$ cat src/include/cpuCfg.svh
`ifndef CPU_CFG_SVH
`define CPU_CFG_SVH

// Datapath, address and instruction width
`define CPU_WORD_BITS 32

// General register file size
`define CPU_REG_COUNT 32

// First fetch after reset
`define CPU_RESET_VECTOR 32'hbfc00000

// A fetch from here stops the core
`define CPU_HALT_ADDR 32'h00000000

// JAL return address register ($ra)
`define CPU_LINK_REG 31

// Result register brought out at the top
`define CPU_V0_REG 2

// Cycles from request acceptance to readdata
`define CPU_BUS_READ_LATENCY 1

`endif

$ cat src/hw/mipsIsaPkg.sv
`include "cpuCfg.svh"

package mipsIsaPkg;

    typedef logic [$clog2(`CPU_REG_COUNT)-1:0] regIdx_t;
    typedef logic [4:0] shamt_t;

    // R-type shares primary opcode zero
    typedef enum logic [5:0] {
        OP_RTYPE = 6'h00,
        OP_J     = 6'h02,
        OP_JAL   = 6'h03,
        OP_BEQ   = 6'h04,
        OP_BNE   = 6'h05,
        OP_ADDIU = 6'h09,
        OP_SLTI  = 6'h0a,
        OP_SLTIU = 6'h0b,
        OP_ANDI  = 6'h0c,
        OP_ORI   = 6'h0d,
        OP_XORI  = 6'h0e,
        OP_LUI   = 6'h0f,
        OP_LB    = 6'h20,
        OP_LW    = 6'h23,
        OP_LBU   = 6'h24,
        OP_SB    = 6'h28,
        OP_SW    = 6'h2b
    } opcode_t;

    typedef enum logic [5:0] {
        FN_SLL  = 6'h00,
        FN_SRL  = 6'h02,
        FN_SRA  = 6'h03,
        FN_JR   = 6'h08,
        FN_ADDU = 6'h21,
        FN_SUBU = 6'h23,
        FN_AND  = 6'h24,
        FN_OR   = 6'h25,
        FN_XOR  = 6'h26,
        FN_SLT  = 6'h2a,
        FN_SLTU = 6'h2b
    } funct_t;

    typedef enum logic [3:0] {
        ALU_AND    = 4'd0,
        ALU_OR     = 4'd1,
        ALU_ADD    = 4'd2,
        ALU_SUB    = 4'd3,
        ALU_SLT    = 4'd4,
        ALU_SLTU   = 4'd5,
        ALU_XOR    = 4'd6,
        ALU_SLL    = 4'd7,
        ALU_SRL    = 4'd8,
        ALU_SRA    = 4'd9,
        ALU_LUI    = 4'd10,
        ALU_PASS_A = 4'd11
    } aluOp_t;

    typedef enum logic [2:0] {
        MEM_NONE,
        MEM_LOAD_WORD,
        MEM_LOAD_BYTE,
        MEM_LOAD_BYTE_U,
        MEM_STORE_WORD,
        MEM_STORE_BYTE
    } memKind_t;

    typedef enum logic [2:0] {
        FLOW_SEQ,
        FLOW_BEQ,
        FLOW_BNE,
        FLOW_JUMP,
        FLOW_JUMP_LINK,
        FLOW_JUMP_REG
    } flowKind_t;

endpackage

$ cat src/hw/cpuBusPkg.sv
`include "cpuCfg.svh"

package cpuBusPkg;

    typedef logic [`CPU_WORD_BITS-1:0] word_t;

    // One enable per byte lane
    typedef logic [`CPU_WORD_BITS/8-1:0] byteEn_t;

    typedef logic [$clog2(`CPU_WORD_BITS/8)-1:0] byteOfs_t;

    // HALTED is only left by reset
    typedef enum logic [2:0] {
        FETCH      = 3'd0,
        DECODE     = 3'd1,
        EXEC       = 3'd2,
        MEM        = 3'd3,
        WRITE_BACK = 3'd4,
        HALTED     = 3'd7
    } cpuState_t;

endpackage

$ cat src/hw/registerFile.sv
`timescale 1ns/10ps
`include "cpuCfg.svh"

module registerFile
    import mipsIsaPkg::*, cpuBusPkg::*;
(
    input  logic    clk,
    input  logic    reset,
    input  regIdx_t rdIdxA,
    input  regIdx_t rdIdxB,
    output word_t   rdDataA,
    output word_t   rdDataB,
    input  logic    wrEn,
    input  regIdx_t wrIdx,
    input  word_t   wrData,
    output word_t   registerV0
);

    word_t regs [`CPU_REG_COUNT];

    always_ff @(posedge clk) begin
        if (reset) begin
            for (int i = 0; i < `CPU_REG_COUNT; i++) begin
                regs[i] <= '0;
            end
        end else if (wrEn && wrIdx != '0) begin
            regs[wrIdx] <= wrData;
        end
    end

    assign rdDataA = regs[rdIdxA];
    assign rdDataB = regs[rdIdxB];

    assign registerV0 = regs[`CPU_V0_REG];

    // Reset clears $zero and writes to it are dropped
    zeroRegReads: assert property (
        @(posedge clk) disable iff (reset)
        (rdIdxA != '0 || rdDataA == '0) && (rdIdxB != '0 || rdDataB == '0)
    );

endmodule

$ cat src/hw/instrDecoder.sv
`timescale 1ns/10ps
`include "cpuCfg.svh"

module instrDecoder
    import mipsIsaPkg::*, cpuBusPkg::*;
(
    input  word_t     instr,
    output aluOp_t    aluOp,
    output logic      useImm,
    output word_t     immValue,
    output shamt_t    shamt,
    output regIdx_t   destReg,
    output logic      regWrite,
    output memKind_t  memKind,
    output flowKind_t flowKind
);

    opcode_t opcode;
    funct_t  funct;
    word_t   signImm;
    word_t   zeroImm;

    assign opcode  = opcode_t'(instr[31:26]);
    assign funct   = funct_t'(instr[5:0]);
    assign signImm = {{(`CPU_WORD_BITS-16){instr[15]}}, instr[15:0]};
    assign zeroImm = {{(`CPU_WORD_BITS-16){1'b0}}, instr[15:0]};
    assign shamt   = instr[10:6];

    always_comb begin
        // Loads and stores use the defaults for their address add
        aluOp    = ALU_ADD;
        useImm   = 1'b1;
        immValue = signImm;
        destReg  = instr[20:16];
        regWrite = 1'b0;
        memKind  = MEM_NONE;
        flowKind = FLOW_SEQ;
        case (opcode)
            OP_RTYPE: begin
                useImm   = 1'b0;
                destReg  = instr[15:11];
                regWrite = 1'b1;
                case (funct)
                    FN_SLL:  aluOp = ALU_SLL;
                    FN_SRL:  aluOp = ALU_SRL;
                    FN_SRA:  aluOp = ALU_SRA;
                    FN_ADDU: aluOp = ALU_ADD;
                    FN_SUBU: aluOp = ALU_SUB;
                    FN_AND:  aluOp = ALU_AND;
                    FN_OR:   aluOp = ALU_OR;
                    FN_XOR:  aluOp = ALU_XOR;
                    FN_SLT:  aluOp = ALU_SLT;
                    FN_SLTU: aluOp = ALU_SLTU;
                    FN_JR: begin
                        aluOp    = ALU_PASS_A;
                        regWrite = 1'b0;
                        flowKind = FLOW_JUMP_REG;
                    end
                    default: regWrite = 1'b0;
                endcase
            end
            OP_J: flowKind = FLOW_JUMP;
            OP_JAL: begin
                flowKind = FLOW_JUMP_LINK;
                destReg  = regIdx_t'(`CPU_LINK_REG);
                regWrite = 1'b1;
            end
            OP_BEQ, OP_BNE: begin
                // Compare by subtraction and test the zero flag
                aluOp    = ALU_SUB;
                useImm   = 1'b0;
                flowKind = (opcode == OP_BEQ) ? FLOW_BEQ : FLOW_BNE;
            end
            OP_ADDIU: regWrite = 1'b1;
            OP_SLTI: begin
                aluOp    = ALU_SLT;
                regWrite = 1'b1;
            end
            OP_SLTIU: begin
                aluOp    = ALU_SLTU;
                regWrite = 1'b1;
            end
            OP_ANDI, OP_ORI, OP_XORI: begin
                immValue = zeroImm;
                regWrite = 1'b1;
                aluOp    = (opcode == OP_ANDI) ? ALU_AND :
                           (opcode == OP_ORI)  ? ALU_OR  : ALU_XOR;
            end
            OP_LUI: begin
                aluOp    = ALU_LUI;
                regWrite = 1'b1;
            end
            OP_LW: begin
                memKind  = MEM_LOAD_WORD;
                regWrite = 1'b1;
            end
            OP_LB: begin
                memKind  = MEM_LOAD_BYTE;
                regWrite = 1'b1;
            end
            OP_LBU: begin
                memKind  = MEM_LOAD_BYTE_U;
                regWrite = 1'b1;
            end
            OP_SW: memKind = MEM_STORE_WORD;
            OP_SB: memKind = MEM_STORE_BYTE;
            default: ;
        endcase
    end

endmodule

$ cat src/hw/alu.sv
`timescale 1ns/10ps

module alu
    import mipsIsaPkg::*, cpuBusPkg::*;
(
    input  aluOp_t op,
    input  word_t  a,
    input  word_t  b,
    input  shamt_t shamt,
    output word_t  result,
    output logic   zero
);

    logic signedLess;
    logic unsignedLess;

    assign signedLess   = $signed(a) < $signed(b);
    assign unsignedLess = a < b;

    always_comb begin
        case (op)
            ALU_AND:    result = a & b;
            ALU_OR:     result = a | b;
            ALU_ADD:    result = a + b;
            ALU_SUB:    result = a - b;
            ALU_SLT:    result = word_t'(signedLess);
            ALU_SLTU:   result = word_t'(unsignedLess);
            ALU_XOR:    result = a ^ b;
            // Fixed shifts act on the rt operand
            ALU_SLL:    result = b << shamt;
            ALU_SRL:    result = b >> shamt;
            ALU_SRA:    result = $signed(b) >>> shamt;
            ALU_LUI:    result = b << 16;
            ALU_PASS_A: result = a;
            default:    result = '0;
        endcase
    end

    // Branch equality test
    assign zero = (result == '0);

endmodule

$ cat src/hw/cpuControl.sv
`timescale 1ns/10ps
`include "cpuCfg.svh"

module cpuControl
    import mipsIsaPkg::*, cpuBusPkg::*;
(
    input  logic      clk,
    input  logic      reset,
    output word_t     address,
    output logic      write,
    output logic      read,
    input  logic      waitrequest,
    output word_t     writedata,
    output byteEn_t   byteenable,
    input  word_t     readdata,
    output logic      active,
    output word_t     instr,
    input  aluOp_t    aluOp,
    input  logic      useImm,
    input  word_t     immValue,
    input  shamt_t    shamt,
    input  regIdx_t   destReg,
    input  logic      regWrite,
    input  memKind_t  memKind,
    input  flowKind_t flowKind,
    output regIdx_t   rdIdxA,
    output regIdx_t   rdIdxB,
    input  word_t     rdDataA,
    input  word_t     rdDataB,
    output logic      wrEn,
    output regIdx_t   wrIdx,
    output word_t     wrData,
    output word_t     aluA,
    output word_t     aluB,
    output aluOp_t    aluOpOut,
    output shamt_t    aluShamt,
    input  word_t     aluResult,
    input  logic      aluZero
);

    cpuState_t state;
    word_t     pc;
    word_t     pcPlus4;
    word_t     pendTarget;
    word_t     flowTarget;
    // 1 while the branch retires, 2 while its delay slot retires
    logic [1:0] slotStep;
    logic      flowTaken;
    logic      isLoad;
    logic      isStore;
    logic      isByte;
    byteOfs_t  byteOfs;
    logic [7:0] loadByte;

    assign pcPlus4 = pc + word_t'(4);
    assign isStore = (memKind == MEM_STORE_WORD) || (memKind == MEM_STORE_BYTE);
    assign isLoad  = (memKind != MEM_NONE) && !isStore;
    assign isByte  = (memKind == MEM_LOAD_BYTE) || (memKind == MEM_LOAD_BYTE_U) ||
                     (memKind == MEM_STORE_BYTE);
    assign byteOfs = aluResult[1:0];

    always_comb begin
        case (flowKind)
            FLOW_BEQ:                   flowTaken = aluZero;
            FLOW_BNE:                   flowTaken = !aluZero;
            FLOW_JUMP, FLOW_JUMP_LINK,
            FLOW_JUMP_REG:              flowTaken = 1'b1;
            default:                    flowTaken = 1'b0;
        endcase
        case (flowKind)
            FLOW_JUMP, FLOW_JUMP_LINK: flowTarget = {pcPlus4[31:28], instr[25:0], 2'b00};
            FLOW_JUMP_REG:             flowTarget = aluA;
            default:                   flowTarget = pcPlus4 + (immValue << 2);
        endcase
    end

    always_ff @(posedge clk) begin
        if (reset) begin
            state    <= FETCH;
            pc       <= `CPU_RESET_VECTOR;
            slotStep <= 2'd0;
        end else begin
            case (state)
                FETCH: begin
                    if (pc == `CPU_HALT_ADDR) begin
                        state <= HALTED;
                    end else if (!waitrequest) begin
                        state <= DECODE;
                    end
                end
                DECODE: state <= EXEC;
                EXEC:   state <= MEM;
                MEM: begin
                    if (!((isLoad || isStore) && waitrequest)) begin
                        state <= WRITE_BACK;
                    end
                    if (flowTaken) begin
                        slotStep <= 2'd1;
                    end
                end
                WRITE_BACK: begin
                    state <= FETCH;
                    pc    <= (slotStep == 2'd2) ? pendTarget : pcPlus4;
                    if (slotStep == 2'd1) begin
                        slotStep <= 2'd2;
                    end else begin
                        slotStep <= 2'd0;
                    end
                end
                default: state <= HALTED;
            endcase
        end
    end

    always_ff @(posedge clk) begin
        if (state == DECODE) begin
            instr <= readdata;
        end
        if (state == EXEC) begin
            aluA <= rdDataA;
            aluB <= useImm ? immValue : rdDataB;
        end
        if (state == MEM && flowTaken) begin
            pendTarget <= flowTarget;
        end
    end

    assign rdIdxA   = instr[25:21];
    assign rdIdxB   = instr[20:16];
    assign aluOpOut = aluOp;
    assign aluShamt = shamt;
    assign active   = (state != HALTED);

    // Bus master
    assign read  = ((state == FETCH) && (pc != `CPU_HALT_ADDR)) || ((state == MEM) && isLoad);
    assign write = (state == MEM) && isStore;
    assign address = (state == MEM) ? {aluResult[31:2], 2'b00} : {pc[31:2], 2'b00};
    assign writedata = (memKind == MEM_STORE_BYTE) ? {4{rdDataB[7:0]}} : rdDataB;
    assign byteenable = ((state == MEM) && isByte) ? byteEn_t'(4'b0001 << byteOfs) : '1;

    // Load data arrives during write-back
    assign loadByte = readdata[8*byteOfs +: 8];
    assign wrEn     = (state == WRITE_BACK) && regWrite;
    assign wrIdx    = destReg;

    always_comb begin
        case (memKind)
            MEM_LOAD_WORD:   wrData = readdata;
            MEM_LOAD_BYTE:   wrData = {{(`CPU_WORD_BITS-8){loadByte[7]}}, loadByte};
            MEM_LOAD_BYTE_U: wrData = {{(`CPU_WORD_BITS-8){1'b0}}, loadByte};
            default:         wrData = (flowKind == FLOW_JUMP_LINK) ? pc + word_t'(8) : aluResult;
        endcase
    end

    noReadWrite: assert property (
        @(posedge clk) disable iff (reset) !(read && write)
    );

    requestHeld: assert property (
        @(posedge clk) disable iff (reset)
        ((read || write) && waitrequest) |=>
            $stable(address) && $stable(read) && $stable(write) && $stable(byteenable) &&
            (!write || $stable(writedata))
    );

    haltIsFinal: assert property (
        @(posedge clk) disable iff (reset)
        (state == HALTED) |=> (state == HALTED) && !read && !write
    );

endmodule

$ cat src/hw/mipsCpuBus.sv
`timescale 1ns/10ps

module mipsCpuBus
    import mipsIsaPkg::*, cpuBusPkg::*;
(
    input  logic    clk,
    input  logic    reset,
    output logic    active,
    output word_t   registerV0,
    output word_t   address,
    output logic    write,
    output logic    read,
    input  logic    waitrequest,
    output word_t   writedata,
    output byteEn_t byteenable,
    input  word_t   readdata
);

    word_t     instr;
    aluOp_t    aluOp;
    logic      useImm;
    word_t     immValue;
    shamt_t    shamt;
    regIdx_t   destReg;
    logic      regWrite;
    memKind_t  memKind;
    flowKind_t flowKind;
    regIdx_t   rdIdxA;
    regIdx_t   rdIdxB;
    word_t     rdDataA;
    word_t     rdDataB;
    logic      wrEn;
    regIdx_t   wrIdx;
    word_t     wrData;
    word_t     aluA;
    word_t     aluB;
    aluOp_t    aluOpSel;
    shamt_t    aluShamt;
    word_t     aluResult;
    logic      aluZero;

    cpuControl control_i (
        .clk(clk), .reset(reset),
        .address(address), .write(write), .read(read), .waitrequest(waitrequest),
        .writedata(writedata), .byteenable(byteenable), .readdata(readdata),
        .active(active), .instr(instr),
        .aluOp(aluOp), .useImm(useImm), .immValue(immValue), .shamt(shamt),
        .destReg(destReg), .regWrite(regWrite), .memKind(memKind), .flowKind(flowKind),
        .rdIdxA(rdIdxA), .rdIdxB(rdIdxB), .rdDataA(rdDataA), .rdDataB(rdDataB),
        .wrEn(wrEn), .wrIdx(wrIdx), .wrData(wrData),
        .aluA(aluA), .aluB(aluB), .aluOpOut(aluOpSel), .aluShamt(aluShamt),
        .aluResult(aluResult), .aluZero(aluZero)
    );

    instrDecoder decoder_i (
        .instr(instr), .aluOp(aluOp), .useImm(useImm), .immValue(immValue),
        .shamt(shamt), .destReg(destReg), .regWrite(regWrite),
        .memKind(memKind), .flowKind(flowKind)
    );

    alu alu_i (
        .op(aluOpSel), .a(aluA), .b(aluB), .shamt(aluShamt),
        .result(aluResult), .zero(aluZero)
    );

    registerFile regFile_i (
        .clk(clk), .reset(reset),
        .rdIdxA(rdIdxA), .rdIdxB(rdIdxB), .rdDataA(rdDataA), .rdDataB(rdDataB),
        .wrEn(wrEn), .wrIdx(wrIdx), .wrData(wrData), .registerV0(registerV0)
    );

endmodule

$ cat config.mk
export PLATFORM = sky130hd
export DESIGN_NAME = mipsCpuBus
export DESIGN_NICKNAME = d
export VERILOG_FILES = /design/src/hw/mipsIsaPkg.sv /design/src/hw/cpuBusPkg.sv /design/src/hw/registerFile.sv /design/src/hw/instrDecoder.sv /design/src/hw/alu.sv /design/src/hw/cpuControl.sv /design/src/hw/mipsCpuBus.sv
export VERILOG_INCLUDE_DIRS = /design/src /design/src/include
export SDC_FILE = /design/constraint.sdc
export NUM_CORES = 2
export LEC_CHECK = 0
export BUFFER_PORTS_ARGS = -buffer_cell sky130_fd_sc_hd__buf_2
export CORE_UTILIZATION = 58
export DETAILED_ROUTE_END_ITERATION = 6
export PLACE_DENSITY = 0.89
export SYNTH_ARGS = -nofsm -noshare
export SYNTH_HDL_FRONTEND = slang
export SYNTH_HIERARCHICAL = 1
export SYNTH_SLANG_ARGS = --single-unit
$ cat constraint.sdc
create_clock -name clk -period 6.5 [get_ports clk]
set_input_delay 0.975 -clock clk [delete_from_list [all_inputs] [get_ports clk]]
set_output_delay 0.975 -clock clk [all_outputs]
set_load 0.03 [all_outputs]
; Word level (Yosys, flattened, before mapping)
; Memories as Yosys holds them, arrays and structs flattened. A register that Yosys moved wholly into a read port is not among the register bits.
; Cells that the tools add are included.
[word_totals]
ff_bits = 133
mem_bits_rw = 1024
inputBits = 35
output_inout_bits = 103
wordCells = 153
memories = 1
[memory_table]
columns = name, words, word_bits, rd, rd_ports_with_merged_regs, write_ports, line_no
row1 = regFile_i.regs, 32, 32, 3, 2, 32, registerFile.sv:19  ; word_t regs [`CPU_REG_COUNT];
[op_classes]
addsub = 5
magnitude_cmp = 2
n_eq_ne = 57
n_shift = 5
mux = 38
bitwise_logic = 3
n_reduce_logical = 36
[op_table]
columns = cell, count
row1 = 32-bit one-hot mux with 12 select lines, 1
row2 = 32-bit two-way mux, 7
row3 = 32-bit one-hot mux with 3 select lines, 1
row4 = "6-bit equality test, second input constant", 12
row5 = 32-bit adder, 2
row6 = 32-bit zero test, 2
row7 = 32-bit < comparator, 2
row8 = 32-bit one-hot mux with 2 select lines, 1
row9 = "6-bit by 4-bit equality test with 1-bit output, second input constant", 8
row10 = 4-bit one-hot mux with 10 select lines, 1
row11 = "32-bit by 3-bit adder with 32-bit output, second input constant", 1
row12 = "32-bit by 4-bit adder with 32-bit output, second input constant", 1
row13 = 32-bit bitwise AND, 1
row14 = 32-bit OR, 1
row15 = 32-bit nonzero test, 1
row16 = 32-bit OR reduction, 1
row17 = 32-bit by 6-bit indexed part select with 8-bit output, 1
row18 = 32-bit by 5-bit << shifter with 32-bit output, 1
row19 = 32-bit by 5-bit right shift with 32-bit output, 1
row20 = 32-bit by 5-bit >>> shifter with 32-bit output, 1
row21 = 32-bit subtractor, 1
row22 = 32-bit bitwise XOR, 1
row23 = 3-bit one-hot mux with 5 select lines, 2
row24 = "6-bit by 2-bit equality test with 1-bit output, second input constant", 4
row25 = other kinds (40), 91

; Depth between registers and ports, before layout
[depth]
word_depth = 11
depth_mapped = 27
mapped_depth_nobuf = 21

; Modules after synthesis
; The synthesis kept the hierarchy.
[by_module_without_submodules]
columns = mod, n_inst, cells_per_inst, area_each_um2, seq_area_each_um2
row1 = registerFile, 1, 4605, 56132.6, 30749.5
row2 = cpuControl, 1, 1218, 11178.2, 4584.4
row3 = alu, 1, 1535, 10520.1, 0.0
row4 = instrDecoder, 1, 126, 832.0, 0.0

; Worst setup path before layout
; OpenSTA, ideal clock, no wires.
[synth_timing]
path_kind = register to register
from = register control_i.instr[0]
to = register control_i.pendTarget[0] (enable)
setup_time_ps = 435
arrival_time_ps = 5907
required_time_ps = 6065
path_slack_ps = 158
stages_incl_launch_ff = 25
path_buffers = 7
period_less_slack_ps = 6342
cell_sequence = edfxtp_1 > buf_2 > or3b_1 > o21ai_1 > nand4_1 > a21oi_1 > buf_4 > clkbuf_1 > clkbuf_1 > clkbuf_1 > clkbuf_1 > buf_2 > nor3b_1 > a211o_1 > a21oi_1 > o211ai_1 > nor4_2 > o211ai_1 > nor4_2 > nand4_1 > nor4_2 > inv_1 > nor2_1 > o22ai_1 > a21oi_1
[synth_between]
elab_chain_cells = 9
elab_cells_between_ends = 37
cone_classes = eq/ne: 25 / mux: 6 / reduce/logical: 6
[synth_lines]
columns = item, line_no
row1 = from (decl), cpuControl.sv:17  ; output word_t instr,
row2 = from (signal assigned), cpuControl.sv:117  ; instr <= readdata;
row3 = "6-bit by 4-bit equality test with 1-bit output, or another cell as far along", instrDecoder.sv:43  ; case (funct)
row4 = 4-bit one-hot mux with 10 select lines (*), instrDecoder.sv:43
row5 = 4-bit one-hot mux with 6 select lines (*), instrDecoder.sv:38  ; case (opcode)
row6 = named net aluOp[3], mipsCpuBus.sv:20  ; aluOp_t aluOp;
row7 = "4-bit equality test, or another cell as far along", alu.sv:21  ; case (op)
row8 = 32-bit one-hot mux with 12 select lines (*), alu.sv:21
row9 = 32-bit zero test (*), alu.sv:40  ; assign zero = (result == '0);
row10 = named net aluZero, mipsCpuBus.sv:40  ; logic aluZero;
row11 = 1-bit zero test, cpuControl.sv:65  ; FLOW_BNE: flowTaken = !aluZero;
row12 = 1-bit one-hot mux with 3 select lines (*), cpuControl.sv:63  ; case (flowKind)
row13 = 1-bit logical AND (*), cpuControl.sv:123  ; if (state == MEM && flowTaken) begin
row14 = to (signal assigned), cpuControl.sv:124  ; pendTarget <= flowTarget;
row15 = to (decl), cpuControl.sv:44  ; word_t pendTarget;
; Mark *: on every way through the listed nets, which the timed path passes. The rest lies on a longest branch.
; A chain may end at the register's enable or synchronous reset.

; Worst setup path after layout
[layout_timing]
from = register control_i.instr[3]
to = output address[29]
[layout_between]
elab_chain_cells = 6
elab_cells_between_ends = 26
cone_classes = eq/ne: 20 / mux: 4 / reduce/logical: 2
[layout_lines]
columns = item, line_no
row1 = "6-bit by 4-bit equality test with 1-bit output, or another cell as far along", instrDecoder.sv:43
row2 = 4-bit one-hot mux with 10 select lines (*), instrDecoder.sv:43
row3 = 4-bit one-hot mux with 6 select lines (*), instrDecoder.sv:38
row4 = named net aluOp[1], mipsCpuBus.sv:20
row5 = "4-bit equality test, or another cell as far along", alu.sv:21
row6 = 32-bit one-hot mux with 12 select lines (*), alu.sv:21
row7 = named net aluResult[29], mipsCpuBus.sv:39  ; word_t aluResult;
row8 = 32-bit two-way mux (*), cpuControl.sv:137  ; assign address = (state == MEM) ? {aluResult[31:2], 2'b00} : {pc[31:2], 2'b00};
row9 = to (decl), mipsCpuBus.sv:10  ; output word_t address,
; Marks and branches as above.

==> results.md <==
* CP dominant cell by count: o21ai_1
* Final Hold Fails at 0
* CTS H-Tree Depth at 3
* CTS tree: built
* Gr ovfl total at 0
* Met3 WL at 48.0 mm
* GP Congestion at 1.11
* Nature of the critical path endpoint: output port
* CP startpoint kind: flop
* Nets@finish at 7587
* Failing checks: DRC
* Drt pass-1 iters at 7
* Worst Reg-to-Reg Cells at 23
* Max stage delay cell, worst path: or4b_2
* Root buf cell: clkbuf_16
* Number of flops mapped to enable cells by yosys at 1152
* Initial antenna violation count at 25
* Final setup violating endpoints at 0
* DIE AREA at 137000 sq um
* Clock Latency Late Sink at 0.79 ns
* Largest net degree at the start of global routing at 130
* Power Density at 333 nW/um^2
* Sequential cell area at 35300 sq um
* Fin util at 0.640
* Area growth syn-to-layout at 8.97%
* Core Footprint at 134000 sq um
* DRT antenna net count at 0
* Highest metal used: met5
* Vias at 68000
* Register area share after synthesis at 0.449
* Max VDD drop at 0.336 mV
* WL met1 at 108 mm
* Syn Area/Cell at 10.5 sq um
* Clk buf depth at 3
* Clock sink count at 1189
* First-pass GRT wire length at 454 mm
* Wire per inst at 34.6 microns
* DRT Wirelength at 322 mm
* Status: finished with violations
* Actual slew at the worst max-slew pin at 1.20 ns
* Fin. max-slew vios at 0
* Synth Cell Area at 78700 sq um
* Max Clk Rate at 157 MHz
* Hold depth at 1
* Setup Skew at 0.0690 ns
* Worst path arrival time at 5.39 ns
* # DRC at 15
* Avg Vias per Cell at 7.32
* Top cell family by delay on the critical path: compound AO/OA/AOI/OAI gates
* CTS Buf Count at 119
* Max Cap Viol at 0
* Synthesis-stage register bit count at 1189
* WS Path Type: reg2out
* Port bufs at 135
* Iteration-0 DRC Markers at 11500
* Worst Path Required at 5.52 ns
* Max-Slew Margin vs Limit at 0.193
* Asr flop ratio synth at 0
* Ys Warns at 6
* Die width at 370 microns
* Most used DFF post-synth: edfxtp_1
* DR WL met2 at 139 mm
* Area of the multi-input gates at 39300 sq um
* CP max stage delay at 0.76 ns
* Leak Pwr at 34.6 nW
* All-Layer GR Usage at 0.457
* Layout cells sized above 1 at 0.134
* Non-Filler Instances at 9296
* Initial Utilization at 0.587
* Vias in the first global route at 64900
* Fill cell count at 9841
* Syn Inst Count at 7484
* DP HPWL at 216 mm
* Chip Height at 370 microns
* Hold/Removal Path Class: in2reg
* Synth cell types at 116
* Crit path cell chain: nand4bb_2, o21ai_1, a31oi_1, a311o_2, buf_4, or4b_2, a21oi_1, o21ai_1, o21ai_1, o32ai_1, buf_4, nand3_1, or3_1, nor4b_1, a221o_1, mux2_2, buf_2
* Cells after DPL at 9059
* Worst path depth at 17
* Site Rows at 134
* Final Critical Period at 6.36 ns
* Final period util at 0.979
* Top Ports at 138
* Critical path fanouts, max at 12
* Buf+Inv Stages, Crit Path at 3
* CTS clk-pin slew, worst paths at 0.06 ns
[kinds of logic after synthesis]
kind of cell,count (synthesis),synth area share
simple gates,2479,0.171
flops,1189,0.449
compound gates,1465,0.125
fa+ha+maj,134,0.0216
xor+xnor,84,0.00945
mux,1242,0.166
other cells,2,0.0000955
buf+inv,889,0.0575
[final timing paths]
| path | slack (ns) | endpoint | start |
|---|---|---|---|
| setup / recovery | 0.14 | address[29] | control_i/instr[3] |
| setup reg to reg | 0.50 | control_i/pendTarget[27] | control_i/instr[3] |
| hold reg to reg | 0.55 | control_i/pc[1] | control_i/pendTarget[1] |
| hold / removal | 0.55 | control_i/instr[6] | readdata[6] |
[state kept, by name (all words and copies together) (netlist names)]
name and cells:
control_i/state 3, control_i/aluA 32, control_i/aluB 32, regFile_i/regs 1024, control_i/slotStep 2, control_i/pc 32
control_i/pendTarget 32, control_i/instr 32
[placed cells by master, fill, tap and decap left out, types with 41 or more instances in the layout]
cell,synthesis,layout
edfxtp_1,1152,1152
mux2i_1,1113,1113
and2_1,1009,1007
nand2_1,491,491
a21oi_1,419,409
buf_4,143,349
nand3_1,267,267
a22oi_1,248,248
nor2_1,254,237
o21ai_0,174,171
nor3_1,148,144
a22o_1,135,135
buf_2,101,134
ha_1,131,131
inv_1,121,121
clkbuf_16,0,120
a31oi_1,96,92
mux2_2,85,85
buf_12,2,62
o211ai_1,46,46
or2_2,44,44
a211oi_1,45,44
xnor2_1,44,44
nand2b_1,41,41
[cell type report]
class / count / area share
inverter: 125 / 0.00547
clock inverter: 78 / 0.00855
sequential: 1189 / 0.412
clock buffer: 146 / 0.0364
multi-input combinational: 5438 / 0.458
tap: 1768 / 0.0258
antenna: 7 / 0.000204
timing repair buffer: 545 / 0.0529
[synth_stat cells (36+ instances only)]
master / instances / area, sq um
buf_6: 52 / 586
nor2_1: 254 / 953
nand3_1: 267 / 1340
a22oi_1: 248 / 1860
mux2i_1: 1113 / 11100
dfxtp_1: 37 / 741
a22o_1: 135 / 1180
buf_1: 36 / 135
edfxtp_1: 1152 / 34600
clkbuf_1: 369 / 1390
a31oi_1: 96 / 601
a21oi_1: 419 / 2100
o21ai_0: 174 / 871
and2_1: 1009 / 6310
nand2_1: 491 / 1840
xor2_1: 39 / 342
inv_1: 121 / 454
nand2b_1: 41 / 257
nor3_1: 148 / 741
o211ai_1: 46 / 345
a211oi_1: 45 / 338
xnor2_1: 44 / 385
mux4_2: 40 / 901
mux2_2: 85 / 957
clkbuf_2: 56 / 280
buf_2: 101 / 505
ha_1: 131 / 1640
or2_2: 44 / 275
buf_4: 143 / 1070
[what timing repair did]
item / in CTS / in global routing
resized for setup: 4 / 12
pin swaps: 1 / 1
hold buffers: 0 / 0
setup buffers: 2 / 4
endpoints found under the setup margin: 12 / 49
gates cloned: 0 / 0
hold endpoints to repair: 0 / 0
[report_power, final]
group | total (mW) | switching [mW] | internal, mW
Clock | 6.91 | 3.09 | 3.81
Combinational | 12.3 | 8.34 | 3.99
Sequential | 9.35 | 0.492 | 8.86
Total | 28.6 | 11.9 | 16.7
[metal layers]
metal,vias up,global-route usage
li1,27400,-
met1,32500,0.552
met2,6430,0.694
met3,1700,0.158
met4,32,0.295
met5,-,0
[per-stage QoR]
stage	instance area, sq um	setup WS [ns]	power (mW)	hold slack [ns]	TNS [ns]
6_report	85700	0.140	28.6	0.546	0
5_1_grt	85700	-0.0000981	29.0	0.505	-0.0000981
4_1_cts	85600	0.00831	27.8	0.491	0
3_5_place_dp	81700	0.0616	21.0	0.523	0
3_3_place_gp	81700	0.000326	20.8	0.515	0
2_1_floorplan	78800	0.158	16.0	0.479	0
Power figures use the tool's default switching activity.
